### src/common/loader_pkg.sv
// Loader package with the memory map, download index codes and mouse limits

package loader_pkg;

	// ======================================================================
	// Address widths
	// ======================================================================

	localparam int MEM_ADDR_W = 23;
	localparam int DL_ADDR_W  = 16;

	// ======================================================================
	// Memory map
	// ======================================================================

	// Start of the block filled with FILL_BYTE after memory init
	localparam logic [MEM_ADDR_W-1:0] ERASE_BASE = 23'h70_0000;

	// System ROM regions, low address bits come from the download address
	localparam logic [MEM_ADDR_W-1:0] XL_OS_BASE   = 23'h70_4000;
	localparam logic [MEM_ADDR_W-1:0] OSAB_BASE    = 23'h70_8000;
	localparam logic [MEM_ADDR_W-1:0] BASIC_BASE   = 23'h70_0000;
	localparam logic [MEM_ADDR_W-1:0] PBI_BASE     = 23'h70_2000;
	localparam logic [MEM_ADDR_W-1:0] FREEZER_BASE = 23'h4A_0000;

	// OS-A/B image sits above the unused low part of its 16K slot
	localparam logic [13:0] OSAB_SKEW = 14'h1800;

	// ======================================================================
	// Download index codes
	// ======================================================================

	// Menu file slots, matched on the low six index bits
	localparam logic [5:0] IDX_FREEZER = 6'd3;
	localparam logic [5:0] IDX_XL      = 6'd4;
	localparam logic [5:0] IDX_BASIC   = 6'd5;
	localparam logic [5:0] IDX_OSAB    = 6'd6;

	// Boot files, matched on the full index
	localparam logic [7:0] BOOT_XL    = 8'h00;
	localparam logic [7:0] BOOT_BASIC = 8'h40;
	localparam logic [7:0] BOOT_OSAB  = 8'h80;
	localparam logic [7:0] BOOT_PBI   = 8'hC0;

	localparam logic [7:0] FILL_BYTE = 8'hFF;

	// ======================================================================
	// Mouse to analog axis
	// ======================================================================

	localparam logic signed [8:0] MOUSE_STEP_MAX = 9'sd10;
	localparam logic signed [8:0] AXIS_MIN       = -9'sd128;
	localparam logic signed [8:0] AXIS_MAX       = 9'sd127;

endpackage

### src/rtl/loader_top.sv
// Loader top: memory erase, system ROM upload and mouse analog axis

`timescale 1ns/1ps

module loader_top #(
	parameter int erase_words = 65536
) (
	input  logic                               clk_sys,
	input  logic                               areset,
	input  logic                               mem_init_done_i,
	input  logic                               boot_rom_en_i,
	// Host download stream
	input  logic                               dl_valid_i,
	input  logic [7:0]                         dl_index_i,
	input  logic [loader_pkg::DL_ADDR_W-1:0]   dl_addr_i,
	input  logic [7:0]                         dl_data_i,
	output logic                               dl_ready_o,
	// Memory write port
	output logic                               mem_valid_o,
	output logic [loader_pkg::MEM_ADDR_W-1:0]  mem_addr_o,
	output logic [7:0]                         mem_data_o,
	input  logic                               mem_ready_i,
	output logic                               pbi_loaded_o,
	output logic                               freezer_loaded_o,
	// Mouse and stick
	input  logic                               mouse_stb_i,
	input  logic signed [8:0]                  mouse_dx_i,
	input  logic signed [8:0]                  mouse_dy_i,
	input  logic [1:0]                         mouse_btn_i,
	input  logic                               invert_x_i,
	input  logic                               invert_y_i,
	input  logic                               halt_i,
	input  logic signed [7:0]                  stick_x_i,
	input  logic signed [7:0]                  stick_y_i,
	input  logic [1:0]                         stick_btn_i,
	output logic signed [7:0]                  axis_x_o,
	output logic signed [7:0]                  axis_y_o,
	output logic [1:0]                         fire_o,
	output logic                               mouse_active_o
);
	import loader_pkg::*;

	logic                  erase_valid;
	logic                  erase_done;
	logic                  erase_accept;
	logic [MEM_ADDR_W-1:0] erase_addr;
	logic                  rom_hit;
	logic [MEM_ADDR_W-1:0] rom_addr;

	// ======================================================================
	// ROM loader
	// ======================================================================

	rom_addr_map rom_addr_map_i (
		.clk_sys, .areset, .boot_rom_en_i, .dl_valid_i,
		.dl_ready_i(dl_ready_o), .dl_index_i, .dl_addr_i,
		.rom_hit_o(rom_hit), .rom_addr_o(rom_addr),
		.pbi_loaded_o, .freezer_loaded_o
	);

	mem_eraser #(.erase_words(erase_words)) mem_eraser_i (
		.clk_sys, .areset, .mem_init_done_i,
		.erase_accept_i(erase_accept), .erase_valid_o(erase_valid),
		.erase_done_o(erase_done), .erase_addr_o(erase_addr)
	);

	upload_arbiter upload_arbiter_i (
		.clk_sys, .areset,
		.erase_valid_i(erase_valid), .erase_done_i(erase_done),
		.erase_addr_i(erase_addr), .rom_addr_i(rom_addr), .rom_hit_i(rom_hit),
		.dl_valid_i, .dl_data_i, .erase_accept_o(erase_accept), .dl_ready_o,
		.mem_valid_o, .mem_addr_o, .mem_data_o, .mem_ready_i
	);

	// ======================================================================
	// Mouse
	// ======================================================================

	mouse_axis mouse_axis_i (
		.clk_sys, .areset, .mouse_stb_i, .mouse_dx_i, .mouse_dy_i, .mouse_btn_i,
		.invert_x_i, .invert_y_i, .halt_i, .stick_x_i, .stick_y_i, .stick_btn_i,
		.axis_x_o, .axis_y_o, .fire_o, .mouse_active_o
	);

endmodule

### src/rtl/mouse_axis.sv
// Mouse to analog stick: accumulates clamped motion and takes over the fire buttons

`timescale 1ns/1ps

module mouse_axis (
	input  logic              clk_sys,
	input  logic              areset,
	input  logic              mouse_stb_i,
	input  logic signed [8:0] mouse_dx_i,
	input  logic signed [8:0] mouse_dy_i,
	input  logic [1:0]        mouse_btn_i,
	input  logic              invert_x_i,
	input  logic              invert_y_i,
	input  logic              halt_i,
	input  logic signed [7:0] stick_x_i,
	input  logic signed [7:0] stick_y_i,
	input  logic [1:0]        stick_btn_i,
	output logic signed [7:0] axis_x_o,
	output logic signed [7:0] axis_y_o,
	output logic [1:0]        fire_o,
	output logic              mouse_active_o
);
	import loader_pkg::*;

	logic              stb_q;
	logic signed [7:0] pos_x;
	logic signed [7:0] pos_y;
	logic              stick_moved;

	// Limit the step, apply it in the chosen direction, then clamp
	function automatic logic signed [7:0] next_pos(input logic signed [7:0] pos,
		input logic signed [8:0] delta, input logic inv);
		logic signed [8:0] step;
		logic signed [8:0] base;
		logic signed [8:0] sum;
		base = pos;
		if (delta > MOUSE_STEP_MAX)
			step = MOUSE_STEP_MAX;
		else if (delta < -MOUSE_STEP_MAX)
			step = -MOUSE_STEP_MAX;
		else
			step = delta;
		sum = inv ? base - step : base + step;
		if (sum < AXIS_MIN)
			return AXIS_MIN[7:0];
		else if (sum > AXIS_MAX)
			return AXIS_MAX[7:0];
		return sum[7:0];
	endfunction

	assign stick_moved = (stick_x_i != 8'sd0) || (stick_y_i != 8'sd0);

	always_ff @(posedge clk_sys) begin
		if (areset) begin
			stb_q          <= 1'b0;
			mouse_active_o <= 1'b0;
			pos_x          <= '0;
			pos_y          <= '0;
		end else begin
			stb_q <= mouse_stb_i;
			// Real stick input or a halted CPU hands control back
			if (stick_moved || halt_i) begin
				mouse_active_o <= 1'b0;
				pos_x          <= '0;
				pos_y          <= '0;
			end else if (mouse_stb_i != stb_q) begin
				mouse_active_o <= 1'b1;
				pos_x          <= next_pos(pos_x, mouse_dx_i, invert_x_i);
				pos_y          <= next_pos(pos_y, mouse_dy_i, invert_y_i);
			end
		end
	end

	assign axis_x_o = mouse_active_o ? pos_x : stick_x_i;
	assign axis_y_o = mouse_active_o ? pos_y : stick_y_i;
	assign fire_o   = mouse_active_o ? mouse_btn_i : stick_btn_i;

endmodule

### src/rtl/rom_loader/mem_eraser.sv
// Memory eraser: fills the ROM area with FILL_BYTE once memory init is done

`timescale 1ns/1ps

module mem_eraser #(
	parameter int erase_words = 65536
) (
	input  logic                               clk_sys,
	input  logic                               areset,
	input  logic                               mem_init_done_i,
	input  logic                               erase_accept_i,
	output logic                               erase_valid_o,
	output logic                               erase_done_o,
	output logic [loader_pkg::MEM_ADDR_W-1:0]  erase_addr_o
);
	import loader_pkg::*;

	// One bit wider than the block, the top bit marks completion
	logic [$clog2(erase_words):0] erase_cnt;

	// ======================================================================
	// Progress
	// ======================================================================

	assign erase_done_o  = erase_cnt[$clog2(erase_words)];
	assign erase_valid_o = mem_init_done_i & ~erase_done_o;

	// Top bit is clear while the address is in use
	assign erase_addr_o = ERASE_BASE + MEM_ADDR_W'(erase_cnt);

	always_ff @(posedge clk_sys) begin
		if (areset)
			erase_cnt <= '0;
		else if (erase_accept_i && !erase_done_o)
			erase_cnt <= erase_cnt + 1'b1;
	end

endmodule

### src/rtl/rom_loader/rom_addr_map.sv
// ROM address map: decodes the download index into a region and tracks loaded ROMs

`timescale 1ns/1ps

module rom_addr_map (
	input  logic                               clk_sys,
	input  logic                               areset,
	input  logic                               boot_rom_en_i,
	input  logic                               dl_valid_i,
	input  logic                               dl_ready_i,
	input  logic [7:0]                         dl_index_i,
	input  logic [loader_pkg::DL_ADDR_W-1:0]   dl_addr_i,
	output logic                               rom_hit_o,
	output logic [loader_pkg::MEM_ADDR_W-1:0]  rom_addr_o,
	output logic                               pbi_loaded_o,
	output logic                               freezer_loaded_o
);
	import loader_pkg::*;

	logic xl_sel;
	logic osab_sel;
	logic basic_sel;
	logic pbi_sel;
	logic freezer_sel;
	logic beat_xfer;

	// Boot codes only count when boot files are enabled
	assign xl_sel      = (boot_rom_en_i && dl_index_i == BOOT_XL) ||
	                     dl_index_i[5:0] == IDX_XL;
	assign osab_sel    = (boot_rom_en_i && dl_index_i == BOOT_OSAB) ||
	                     dl_index_i[5:0] == IDX_OSAB;
	assign basic_sel   = (boot_rom_en_i && dl_index_i == BOOT_BASIC) ||
	                     dl_index_i[5:0] == IDX_BASIC;
	// No menu slot for PBI
	assign pbi_sel     = dl_index_i == BOOT_PBI;
	assign freezer_sel = dl_index_i[5:0] == IDX_FREEZER;

	assign beat_xfer = dl_valid_i & dl_ready_i;

	// Region priority follows the order of the checks
	always_comb begin
		rom_hit_o = 1'b1;
		if (xl_sel) begin
			rom_addr_o = {XL_OS_BASE[MEM_ADDR_W-1:14], dl_addr_i[13:0]};
		end else if (osab_sel) begin
			rom_addr_o = {OSAB_BASE[MEM_ADDR_W-1:14], dl_addr_i[13:0]} +
			             MEM_ADDR_W'(OSAB_SKEW);
		end else if (basic_sel) begin
			rom_addr_o = {BASIC_BASE[MEM_ADDR_W-1:13], dl_addr_i[12:0]};
		end else if (pbi_sel) begin
			rom_addr_o = {PBI_BASE[MEM_ADDR_W-1:13], dl_addr_i[12:0]};
		end else if (freezer_sel) begin
			// TurboFreezer image spans the full 64K download space
			rom_addr_o = {FREEZER_BASE[MEM_ADDR_W-1:DL_ADDR_W], dl_addr_i};
		end else begin
			rom_hit_o  = 1'b0;
			rom_addr_o = '0;
		end
	end

	// Sticky loaded flags, set on a transferred beat
	always_ff @(posedge clk_sys) begin
		if (areset) begin
			pbi_loaded_o     <= 1'b0;
			freezer_loaded_o <= 1'b0;
		end else if (beat_xfer) begin
			if (pbi_sel)
				pbi_loaded_o <= 1'b1;
			if (freezer_sel)
				freezer_loaded_o <= 1'b1;
		end
	end

endmodule

### src/rtl/rom_loader/upload_arbiter.sv
// Upload arbiter: drives the memory port from the eraser or a one-entry ROM write buffer

`timescale 1ns/1ps

module upload_arbiter (
	input  logic                               clk_sys,
	input  logic                               areset,
	input  logic                               erase_valid_i,
	input  logic                               erase_done_i,
	input  logic [loader_pkg::MEM_ADDR_W-1:0]  erase_addr_i,
	input  logic [loader_pkg::MEM_ADDR_W-1:0]  rom_addr_i,
	input  logic                               rom_hit_i,
	input  logic                               dl_valid_i,
	input  logic [7:0]                         dl_data_i,
	output logic                               erase_accept_o,
	output logic                               dl_ready_o,
	output logic                               mem_valid_o,
	output logic [loader_pkg::MEM_ADDR_W-1:0]  mem_addr_o,
	output logic [7:0]                         mem_data_o,
	input  logic                               mem_ready_i
);
	import loader_pkg::*;

	logic                  hold_valid;
	logic [MEM_ADDR_W-1:0] hold_addr;
	logic [7:0]            hold_data;
	logic                  dl_xfer;

	// Host is held off during erase and while a write is pending
	assign dl_ready_o     = erase_done_i & ~hold_valid;
	assign dl_xfer        = dl_valid_i & dl_ready_o;
	assign erase_accept_o = ~erase_done_i & erase_valid_i & mem_ready_i;

	// ======================================================================
	// Memory port mux
	// ======================================================================

	always_comb begin
		if (!erase_done_i) begin
			mem_valid_o = erase_valid_i;
			mem_addr_o  = erase_addr_i;
			mem_data_o  = FILL_BYTE;
		end else begin
			mem_valid_o = hold_valid;
			mem_addr_o  = hold_addr;
			mem_data_o  = hold_data;
		end
	end

	// Non-ROM beats are accepted here and simply never fill the buffer
	always_ff @(posedge clk_sys) begin
		if (areset)
			hold_valid <= 1'b0;
		else if (dl_xfer && rom_hit_i)
			hold_valid <= 1'b1;
		else if (hold_valid && mem_ready_i)
			hold_valid <= 1'b0;
	end

	always_ff @(posedge clk_sys) begin
		if (dl_xfer && rom_hit_i) begin
			hold_addr <= rom_addr_i;
			hold_data <= dl_data_i;
		end
	end

endmodule

### config.mk
export PLATFORM = sky130hd
export DESIGN_NAME = loader_top
export DESIGN_NICKNAME = d
export VERILOG_FILES = /design/src/common/loader_pkg.sv /design/src/rtl/loader_top.sv /design/src/rtl/mouse_axis.sv /design/src/rtl/rom_loader/mem_eraser.sv /design/src/rtl/rom_loader/rom_addr_map.sv /design/src/rtl/rom_loader/upload_arbiter.sv
export SDC_FILE = /design/constraint.sdc
export NUM_CORES = 1
export LEC_CHECK = 0
export BUFFER_PORTS_ARGS = -buffer_cell sky130_fd_sc_hd__clkbuf_2
export CAP_MARGIN = 0
export CORE_UTILIZATION = 49
export DETAILED_ROUTE_END_ITERATION = 8
export PLACE_DENSITY = 0.81
export SETUP_SLACK_MARGIN = 0.05
export SLEW_MARGIN = 20
export SYNTH_ARGS = -nofsm -noshare
export SYNTH_HDL_FRONTEND = slang
export SYNTH_HIERARCHICAL = 1
export SYNTH_SLANG_ARGS = --single-unit
### constraint.sdc
create_clock -name clk_sys -period 4.3 [get_ports clk_sys]
set_clock_uncertainty 0.2 [all_clocks]
set_input_delay 0.43 -clock clk_sys [delete_from_list [all_inputs] [get_ports clk_sys]]
set_output_delay 0.43 -clock clk_sys [all_outputs]
set_load 0.005 [all_outputs]
==> reports/metrics.cfg, run 1 <==
[placed_design]
pre_cts_ws_ns=-0.180
gp_congestion=0.880
numPortBuffers=133
place_hpwl_um=9490

[logic_synthesis]
synth_ff_type=dfxtp_1
syn-mean-instance-area_um2=9.34
synthTopCellsByCount=62 x nor2_1, 38 x dfxtp_1, 34 x nand2_1
synth-edff-count=31
yosys_warnings=6
yosysSeqAreaShare=0.327
synth_top_area_frac=0.180
synth_area_mm2=0.00517
yosysMostFrequentCell=nor2_1
synthArstFlopShare=0
syn_inst=553
synth.largest_area_cell=edfxtp_1
synthTopCellsByArea=edfxtp_1 18%, dfxtp_1 15%, mux2_4 5.5%, ha_1 5.3%, mux2_2 5.2%
ys_ff_latch=69
synth.distinct_cells=81

[critical_path]
startpoint_type=primary input
crit_top_cell=nand2_1
critPathRequiredTime_ns=4.36
crit_slowest_cell=or3_1
r2r-start=mouse_axis_i/pos_y[0]
cp_max_fo=5
worstSetupStartpoint=mouse_dx_i[2]
worstSetupPathType=in2reg
cp_cell_sequence=clkbuf_2 > a21oi_1 > or3_1 > ha_1 > nor3_1 > ha_1 > nand2_1 > nor4_1 > nand2_1 > nand2_1 > nand2_1 > o311ai_0 > ha_1 > or2_2 > a21oi_1 > a21oi_1 > xnor2_2 > nand2_1 > a21o_1 > a211oi_2
ff2ff_setup_slack_ns=1.42
cp.buffers_inverters=1
arrival_ns=4.02
cpPeakStageDelay_ns=0.36
r2r_cells=10
reg2reg_to=mouse_axis_i/pos_y[1]
end_kind=flip-flop
crit_family=simple AND/OR/NAND/NOR gates

[floorplanning]
die_height_um=105
dieArea_mm2=0.0110
die-width_um=105
ios=134
core_area_mm2=0.0103
row_count=37
initial_core_util=0.503

[detailed_routing]
finalWirelength_um=12200
ant_nets=0
drt_iter0_markers=237
drc=0
via_per_inst=5.60
drt_pass1_iterations=5
wire_per_inst_um=14.7
vias=4655

[pwr]
switchingPower_mw=0.447
leakagePower_nw=2.66
seqPwrFrac=0.442
p_clk_frac=0.351
p_int_mw=1.10
swShare=0.289
vdd_drop_max_mv=0.170
powerDensity_mw_per_mm2=251
p_comb_frac=0.207

[layout]
drive_gt1_frac=0.371
syn_to_final_growth_pct=19.6
n_fill_cell=876
layout.nets=794
diodes=0

[worst_hold_path]
holdPathEnd=upload_arbiter_i/hold_data[0]
hold_path.class=in2reg
hold_depth=1
hp-start=dl_data_i[0]

[global_routing]
antenna_found_initial=0
grt_max_degree=42
grtUsageTotal=0.226
grt_pass1_wl_um=20300
grt_overflow=0
grt_pass1_vias=4480

[sta]
hold_ws_ns=0.0518
maxSlewViolCount=0
setup_slack_ns=0.340
period_share=0.921
min_period_ns=3.96
finalHoldViolCount=0
clock.fmax_ghz=0.253
rsz0062_at_grt=no
setup_violations=0
worstMarginPinSlew_ns=1.02
slew-limit-headroom=0.323

[clocking]
cts_buffers=9
clk_pin_slew_ns=0.08
clock_path_buffers=2
clk_latency_ns=0.35
ctsHtreeMaxLevel=3
cts.sinks=69
cts_root_buf=clkbuf_8
cts_tree=done

[flow_run]
cap_violations=0

[run_status]
status=completed

==> flip-flops by register name, summed over array words and instances (netlist names) <==
register                         count
upload_arbiter_i/hold_addr          23
upload_arbiter_i/hold_data           8
mem_eraser_i/erase_cnt              17
mouse_axis_i/pos_x                   8
mouse_axis_i/pos_y                   8
rom_addr_map_i/freezer_loaded_o      1
mouse_axis_i/stb_q                   1
upload_arbiter_i/hold_valid          1
mouse_axis_i/mouse_active_o          1
rom_addr_map_i/pbi_loaded_o          1
==> what timing repair did <==
item                                    CTS  global route
resized for setup                         0             3
hold buffers                              0             0
buffers inserted                          0             1
endpoints found under the setup margin    0             8
==> cell families (layout without fill, tap and decap cells) <==
| family | count (synthesis) | count (layout) | synth area share |
|---|---|---|---|
| and+or+nand+nor | 199 | 199 | 0.215 |
| buffers and inverters | 59 | 196 | 0.0618 |
| muxes | 46 | 46 | 0.113 |
| other | 3 | 8 | 0.00218 |
| DFF | 69 | 69 | 0.327 |
| AOI/OAI and AO/OA | 118 | 118 | 0.156 |
| xor gates and xnor gates | 33 | 33 | 0.0589 |
| adders and majority gates | 26 | 26 | 0.0654 |
==> how the worst max path moves through the flow <==
stage | depth (start not counted) | to | slack [ns]
2_1_floorplan | 17 | mouse_axis_i/pos_y[2] | 0.05
3_3_place_gp | 18 | mouse_axis_i/pos_y[3] | 0.08
3_5_place_dp | 18 | mouse_axis_i/pos_y[2] | -0.18
4_1_cts | 17 | mouse_axis_i/pos_y[1] | 0.20
5_1_grt | 18 | mouse_axis_i/pos_y[3] | 0.06
6_report | 20 | mouse_axis_i/pos_x[1] | 0.34
==> metal layers <==
metal,up-vias,part of all wire,track usage
met5,-,0,0
met4,0,0.021,0.0915
met3,25,0.051,0.0487
met2,163,0.50,0.385
met1,2191,0.43,0.278
li1,2276,-,-
==> placed cells by master, fill, tap and decap left out, drive strengths merged, types with 4 or more instances in the layout <==
cell / synthesis / final
a21o: 4 / 4
xnor2: 18 / 18
clkbuf: 15 / 143
a31oi: 5 / 5
nand3: 10 / 10
nand3b: 4 / 4
nand2: 34 / 34
or2: 4 / 4
and2: 11 / 11
o22ai: 5 / 5
edfxtp: 31 / 31
nand4: 7 / 7
mux2: 43 / 43
o21ai: 21 / 21
nor3: 14 / 14
nand2b: 13 / 13
a21oi: 34 / 34
buf: 20 / 23
o211ai: 7 / 7
or3: 8 / 8
inv: 24 / 26
a211oi: 12 / 12
o2111ai: 4 / 4
xor2: 15 / 15
ha: 22 / 22
nor2b: 10 / 10
nor2: 63 / 63
conb: 3 / 8
dfxtp: 38 / 38
nor4: 8 / 8
o311ai: 4 / 4
==> per-stage QoR <==
step / util / cells / area, um2 / TNS [ns] / power (mW)
finish: 0.601 / 831 / 6180 / 0 / 1.55
global route: 0.601 / 831 / 6180 / 0 / 1.63
CTS: 0.599 / 830 / 6160 / 0 / 1.56
detailed placement: 0.580 / 814 / 5960 / -0.975 / 1.01
global placement: 0.580 / 814 / 5960 / 0 / 1.00
floorplan: - / 558 / 5180 / 0 / 0.900
==> area by class of cell <==
cell class              count  area (um2)  share of cell area
multi-input cells         430        3190               0.516
flip-flops and latches     69        1690               0.274
repair buffers            156         838               0.136
well taps                 136         170              0.0275
clock buffers              10         128              0.0207
inverters                  24        90.1              0.0146
clock inverters             6        71.3              0.0115
==> power by group through the flow <==
| stage | Combinational [mW] | Sequential (mW) | Clock [mW] |
|---|---|---|---|
| 2_1_floorplan | 0.200 | 0.700 | 0 |
| 3_3_place_gp | 0.301 | 0.700 | 0 |
| 3_5_place_dp | 0.313 | 0.700 | 0 |
| 4_1_cts | 0.315 | 0.685 | 0.559 |
| 5_1_grt | 0.354 | 0.685 | 0.595 |
| 6_report | 0.321 | 0.685 | 0.544 |
(Power assumes the default switching activity.)
==> run 2: changes to the inputs <==
Settings changed: ABC_AREA set to 1, CORE_UTILIZATION 49 to 50.
==> run 2 against run 1 <==
Compared with the run above:
- utilization rose by 1.2 points
- flip-flop and latch count unchanged
- cell area is 9.5% higher
- die area grew 8.9%
- sequential share of layout area fell by 2.4 points
- worst setup slack improved by 0.031 ns
- critical path depth increased by 6
- largest power group is now clock
==> reports/metrics.cfg, run 2 <==
[run_status]
status=completed  ; unchanged

[clocking]
cts.sinks=69  ; unchanged
clk_pin_slew_ns=0.06  ; was 0.08 ns
cts_tree=done  ; unchanged
clk_latency_ns=0.34  ; was 0.35 ns
ctsHtreeMaxLevel=3  ; unchanged
cts_hold_buf=0  ; unchanged
postCtsSetupBuffers=0  ; unchanged
cts_buffers=9  ; unchanged
clock_path_buffers=2  ; unchanged
cts_root_buf=clkbuf_16  ; was clkbuf_8

[layout]
seq_area_mm2=0.00169  ; about the same
largest_reg_flops=23  ; unchanged
drive_gt1_frac=0.232  ; was 0.371
multi_input_area_mm2=0.00340  ; was 0.00319 mm2
largestRegisters=upload_arbiter_i/hold_addr: 23 flops, mem_eraser_i/erase_cnt: 17 flops  ; unchanged
largest-register=upload_arbiter_i/hold_addr  ; unchanged
n_fill_cell=1023  ; was 876
syn_to_final_growth_pct=17.6  ; was 19.6%
diodes=0  ; unchanged
final_common_cell=nand2_1  ; was clkbuf_2
layout_common_cells=296 x nand2_1, 133 x clkbuf_2, 116 x inv_1, 52 x nor2_1, 48 x nand3_1  ; was 133 x clkbuf_2, 62 x nor2_1, 37 x dfxtp_1, 34 x nand2_1
layout.nets=1093  ; was 794

[sta]
min_period_ns=3.93  ; was 3.96 ns
finalHoldViolCount=0  ; unchanged
rsz0062_at_grt=no  ; unchanged
maxSlewViolCount=0  ; unchanged
worstMarginPinSlew_ns=0.770  ; was 1.02 ns
setup_slack_ns=0.371  ; was 0.340 ns
fin_setup_tns_ns=0  ; unchanged
slew-limit-headroom=0.483  ; was 0.323
setup_violations=0  ; unchanged
clock.fmax_ghz=0.255  ; was 0.253 GHz
period_share=0.914  ; was 0.921

[critical_path]
startpoint_type=primary input  ; unchanged
end_kind=flip-flop  ; unchanged
worstSetupPathType=in2reg  ; unchanged
cp_max_fo=7  ; was 5
crit_slowest_cell=or4_1  ; was or3_1
crit_top_cell=inv_1  ; was nand2_1
r2r-start=mouse_axis_i/pos_y[0]  ; unchanged
critPathRequiredTime_ns=4.32  ; was 4.36 ns
cpPeakStageDelay_ns=0.53  ; was 0.36 ns
worstSetupStartpoint=mouse_dy_i[6]  ; was mouse_dx_i[2]
arrival_ns=3.95  ; was 4.02 ns
cp.buffers_inverters=7  ; was 1
crit_family=simple AND/OR/NAND/NOR gates  ; unchanged

[global_routing]
grt_overflow=0  ; unchanged
grt_pass1_vias=4814  ; was 4,480
antenna_found_initial=0  ; unchanged
grt_max_degree=34  ; was 42
grt_pass1_wl_um=21300  ; was 20,300 um
grtUsageTotal=0.222  ; was 0.226

[detailed_routing]
drt_iter0_markers=447  ; was 237
ant_nets=0  ; unchanged
vias=5733  ; was 4,655
via_per_inst=5.06  ; was 5.60
wire_per_inst_um=11.6  ; was 14.7 um
drc=0  ; unchanged
drt_pass1_iterations=6  ; was 5
finalWirelength_um=13100  ; was 12,200 um

[logic_synthesis]
yosysMostFrequentCell=nand2_1  ; was nor2_1
synth_top_family_by_area=simple AND/OR/NAND/NOR gates  ; unchanged
synth.distinct_cells=44  ; was 81
synth-xor-area-share=0.0259  ; was 0.0589
synth.largest_area_cell=nand2_1  ; was edfxtp_1
yosys.area_share.simple=0.406  ; was 0.215
yosysSeqAreaShare=0.294  ; was 0.327
syn_inst=870  ; was 553
syn-mean-instance-area_um2=6.61  ; was 9.34 um2
synthTopCellsByArea=nand2_1 19%, edfxtp_1 16%, dfxtp_1 13%, inv_1 7.6%, ha_1 4.8%  ; was edfxtp_1 18%, dfxtp_1 15%, mux2_4 5.5%, ha_1 5.3%, mux2_2 5.2%
synth_ff_type=dfxtp_1  ; unchanged
synthTopCellsByCount=296 x nand2_1, 116 x inv_1, 52 x nor2_1  ; was 62 x nor2_1, 38 x dfxtp_1, 34 x nand2_1
synthAdderAreaFrac=0.0548  ; was 0.0654
synth_top_area_frac=0.193  ; was 0.180
synthArstFlopShare=0  ; unchanged
synth-edff-count=31  ; unchanged
ys_ff_latch=69  ; unchanged
synth-compound-area-share=0.0968  ; was 0.156
yosys_warnings=6  ; unchanged
synth_area_mm2=0.00575  ; was 0.00517 mm2
synthMuxAreaShare=0  ; was 0.113

[floorplanning]
ios=134  ; unchanged
initial_core_util=0.521  ; was 0.503
core_area_mm2=0.0110  ; was 0.0103 mm2
dieArea_mm2=0.0119  ; was 0.0110 mm2
row_count=38  ; was 37
die_height_um=109  ; was 105 um
die-width_um=109  ; was 105 um

[pwr]
leakagePower_nw=3.38  ; was 2.66 nW
powerDensity_mw_per_mm2=274  ; was 251 mW/mm2
vdd_drop_max_mv=0.194  ; was 0.170 mV

[placed_design]
numPortBuffers=133  ; unchanged
pre_cts_ws_ns=0.0224  ; was -0.180 ns
place_hpwl_um=10100  ; was 9490 um
gp_congestion=0.874  ; was 0.880

[flow_run]
cap_violations=0  ; unchanged

[worst_hold_path]
hp-start=dl_data_i[3]  ; was dl_data_i[0]
hold_path.class=in2reg  ; unchanged

## run 2: cell types whose count changed in the layout (fill, tap and decap cells not counted), sizes merged, moves of 17 or more
cell	delta
nand4	+18
inv	+100
o21ai	+17
mux2	-43
nand2	+279
buf	-20
nand3	+51
## run 2: layer usage
metal,share of wire,global-route usage,wire length [um],up-vias
met3,0.050,0.0287,649,23
met4,0.015,0.0676,200,0
met2,0.49,0.377,6390,174
li1,-,-,-,3005
met1,0.45,0.292,5860,2531
met5,0,0,0,-
## run 2: stage by stage
stage / util / total power, mW / cells / hold WS (ns) / cell area [um2]
after global placement: 0.581 / 1.01 / 1118 / 0.251 / 6410
after floorplan: - / 0.920 / 875 / 0.259 / 5770
after CTS: 0.612 / 1.85 / 1134 / 0.0617 / 6750
after global routing: 0.613 / 1.93 / 1134 / 0.0589 / 6770
final: 0.613 / 1.85 / 1134 / 0.0638 / 6770
after detailed placement: 0.581 / 1.01 / 1118 / 0.262 / 6410
## run 2: area by class of cell
class | count | share of cell area
Multi-Input combinational cell | 648 | 0.502
Sequential cell | 69 | 0.250
Timing Repair Buffer | 136 | 0.102
Inverter | 125 | 0.0697
Clock buffer | 10 | 0.0338
Tap cell | 140 | 0.0259
Clock inverter | 6 | 0.0163
## run 2: worst register-to-register path, stage by stage (launching register included)
cell and delay, ns:
dfxtp_1 0.35, inv_1 0.07, ha_1 0.22, fa_1 0.39
o21ai_0 0.37, a31oi_1 0.21, inv_1 0.11, nand3_1 0.10
nand3_2 0.14, nand2_1 0.06, inv_1 0.07, nand2_1 0.04
a21oi_1 0.10
## run 2: timing repair
item,4_1_cts,5_1_grt
endpoints found under the setup margin,0,8
endpoints found under the hold margin,0,0
gates resized for setup,0,4
## run 2: final timing paths
kind,end,slack [ns],cells after the start
max,mouse_axis_i/pos_y[1],0.37,26
min,upload_arbiter_i/hold_data[3],0.06,1
min reg2reg,rom_addr_map_i/freezer_loaded_o,0.27,2
max reg2reg,mouse_axis_i/pos_y[1],1.80,12
## run 2: where the power goes
group	internal (mW)	switching, mW	leakage, nW
logic	0.125	0.191	2.63
registers	0.685	0.00299	0.593
clock network	0.566	0.280	0.161
## run 2: kinds of logic (layout without fill, tap and decap cells)
family          after synthesis  count (layout)
flops                        69              69
compound gates               96              96
xor+xnor                     17              17
fa+ha+maj                    24              24
other cells                   3               8
buf+inv                     158             277
simple gates                503             503
==> run 3: changes to the inputs <==
==> constraint.sdc (replaced) <==
create_clock -name clk_sys -period 4.3 [get_ports clk_sys]
set_clock_uncertainty 0.2 [all_clocks]
set_input_delay 0.215 -clock clk_sys [delete_from_list [all_inputs] [get_ports clk_sys]]
set_output_delay 0.215 -clock clk_sys [all_outputs]
set_load 0.005 [all_outputs]
==> run 3 against run 2 <==
Compared with the run above:
- global-route usage increased by 1.4 points
- final cell count increased by 1.1%
- clock-buffer cell count unchanged
- largest power group unchanged
- register-to-register slack got worse by 0.03 ns
- sequential power about the same
- critical endpoint unchanged
- critical path type unchanged
- highest routed layer unchanged
==> reports/metrics.cfg, run 3 (same netlist as run 2, synthesis figures left out) <==
[detailed_routing]
vias=5860  ; was 5,733
drt_iter0_markers=415  ; was 447
drc=0  ; unchanged
via_per_inst=5.11  ; was 5.06
finalWirelength_um=13700  ; was 13,100 um
drt_pass1_iterations=5  ; was 6
ant_nets=0  ; unchanged
wire_per_inst_um=12.0  ; was 11.6 um

[worst_hold_path]
hold_path.class=in2reg  ; unchanged
hp-start=dl_addr_i[11]  ; was dl_data_i[3]

[layout]
final_common_cell=nand2_1  ; unchanged
syn_to_final_growth_pct=19.5  ; was 17.6%
largest_reg_flops=23  ; unchanged
largestRegisters=upload_arbiter_i/hold_addr: 23 flops, mem_eraser_i/erase_cnt: 17 flops  ; unchanged
layout.nets=1105  ; was 1,093
diodes=0  ; unchanged
largest-register=upload_arbiter_i/hold_addr  ; unchanged
drive_gt1_frac=0.227  ; was 0.232
layout_common_cells=296 x nand2_1, 133 x clkbuf_2, 116 x inv_1, 52 x nor2_1, 48 x nand3_1  ; unchanged
stdcell_count=1146  ; was 1,134

[critical_path]
startpoint_type=primary input  ; unchanged
r2r-start=mouse_axis_i/pos_x[0]  ; was mouse_axis_i/pos_y[0]
end_kind=flip-flop  ; unchanged
worstSetupStartpoint=mouse_dy_i[6]  ; unchanged
critPathCapture=mouse_axis_i/pos_y[1]  ; unchanged
worstSetupPathType=in2reg  ; unchanged
critPathRequiredTime_ns=4.31  ; was 4.32 ns
r2r_cells=12  ; unchanged
cp_max_fo=7  ; unchanged
ff2ff_setup_slack_ns=1.77  ; was 1.80 ns
reg2reg_to=mouse_axis_i/pos_x[1]  ; was mouse_axis_i/pos_y[1]
arrival_ns=3.79  ; was 3.95 ns

[placed_design]
numPortBuffers=133  ; unchanged
place_inst=1117  ; was 1,118
gp_congestion=0.887  ; was 0.874
place_hpwl_um=10300  ; was 10,100 um
pre_cts_ws_ns=0.230  ; was 0.0224 ns

[clocking]
clk_pin_slew_ns=0.05  ; was 0.06 ns
cts.sinks=69  ; unchanged
cts.repair.resized=0  ; unchanged
cts_root_buf=clkbuf_16  ; unchanged
clock_path_buffers=2  ; unchanged
cts_tree=done  ; unchanged
ctsHtreeMaxLevel=3  ; unchanged
clk_latency_ns=0.33  ; was 0.34 ns
cts_buffers=9  ; unchanged

[floorplanning]
ios=134  ; unchanged
die-width_um=109  ; unchanged
die_height_um=109  ; unchanged
dieArea_mm2=0.0119  ; unchanged
core_area_mm2=0.0110  ; unchanged
row_count=38  ; unchanged
initial_core_util=0.521  ; unchanged

[sta]
fin_setup_tns_ns=0  ; unchanged
maxSlewViolCount=0  ; unchanged
hold_ws_ns=0.00380  ; was 0.0638 ns
period_share=0.880  ; was 0.914
min_period_ns=3.79  ; was 3.93 ns
finalHoldViolCount=0  ; unchanged
setup_slack_ns=0.514  ; was 0.371 ns
clock.fmax_ghz=0.264  ; was 0.255 GHz
worstMarginPinSlew_ns=0.762  ; was 0.770 ns
rsz0062_at_grt=no  ; unchanged
slew-limit-headroom=0.489  ; was 0.483
setup_violations=0  ; unchanged

[flow_run]
cap_violations=0  ; unchanged

[pwr]
vdd_drop_max_mv=0.153  ; was 0.194 mV
leakagePower_nw=3.43  ; was 3.38 nW
power.total_mw=1.85  ; about the same
powerDensity_mw_per_mm2=270  ; was 274 mW/mm2

[global_routing]
grt_pass1_wl_um=22400  ; was 21,300 um
grt_overflow=0  ; unchanged
antenna_found_initial=0  ; unchanged
grtUsageTotal=0.236  ; was 0.222
grt_max_degree=34  ; unchanged
grt_pass1_vias=5168  ; was 4,814

[run_status]
status=completed  ; unchanged

-- run 3: cell types whose count changed in the layout (fill, tap and decap cells not counted) --
cell	before	now
ha_1	21	22
nor3_4	2	1
buf_4	3	2
dlygate4sd3_1	0	13
o21ai_1	5	4
nor3_1	10	11
o21ai_0	32	33
ha_2	1	0
-- run 3: stage by stage --
stage / instance area (um2) / utilization
2_1_floorplan: 5770 / -
3_3_place_gp: 6400 / 0.581
3_5_place_dp: 6400 / 0.581
4_1_cts: 6870 / 0.623
5_1_grt: 6870 / 0.623
6_report: 6870 / 0.623
-- run 3: worst min path at each step --
stage,end,slack [ns],cells past startpoint
final,upload_arbiter_i/hold_addr[11],0.004,3
after global routing,upload_arbiter_i/hold_addr[11],0.02,3
after CTS,upload_arbiter_i/hold_addr[11],0.008,3
after detailed placement,upload_arbiter_i/hold_data[3],0.19,1
after global placement,upload_arbiter_i/hold_data[0],0.19,1
after floorplan,upload_arbiter_i/hold_valid,0.08,1
-- run 3: final cells by class --
cell class                 count  area (um2)
fill                        1011        4160
sequential                    69        1690
clock buffer                  10         229
timing repair buffer         148         811
inverter                     125         472
multi-input combinational    648        3390
tap                          140         175
clock inverter                 6         110
-- run 3: repair_timing --
item / CTS / global route
hold endpoints to repair: 14 / 0
setup buffers: 0 / 0
hold buffers: 13 / 0
endpoints found under the setup margin: 0 / 0
-- run 3: worst max-delay path, cell delays in order --
cell and delay (ns):
clkbuf_2 0.07, inv_1 0.05, or4_1 0.52, ha_1 0.31, inv_1 0.15, nand3_1 0.14, inv_1 0.10, ha_1 0.16
inv_1 0.05, nor2_1 0.13, nand3_2 0.09, nand2_2 0.12, nand2_1 0.08, xor2_1 0.14, ha_1 0.33, nand2_1 0.11
a21oi_1 0.05, a211oi_1 0.27, a21o_1 0.16, nand2_1 0.06, inv_1 0.07, nand3_2 0.14, nand2_1 0.09, inv_1 0.05
nand2_1 0.05, a21oi_1 0.05
-- run 3: per-layer routing --
layer  wire, um  track usage
met2       6880        0.411
met4        228       0.0810
met3        728       0.0311
met1       5900        0.300
met5          0            0
-- run 3: power by group --
| part | internal (mW) | switching (mW) | total, mW |
|---|---|---|---|
| Clock | 0.566 | 0.272 | 0.838 |
| Sequential | 0.685 | 0.00306 | 0.688 |
| Combinational | 0.132 | 0.195 | 0.327 |
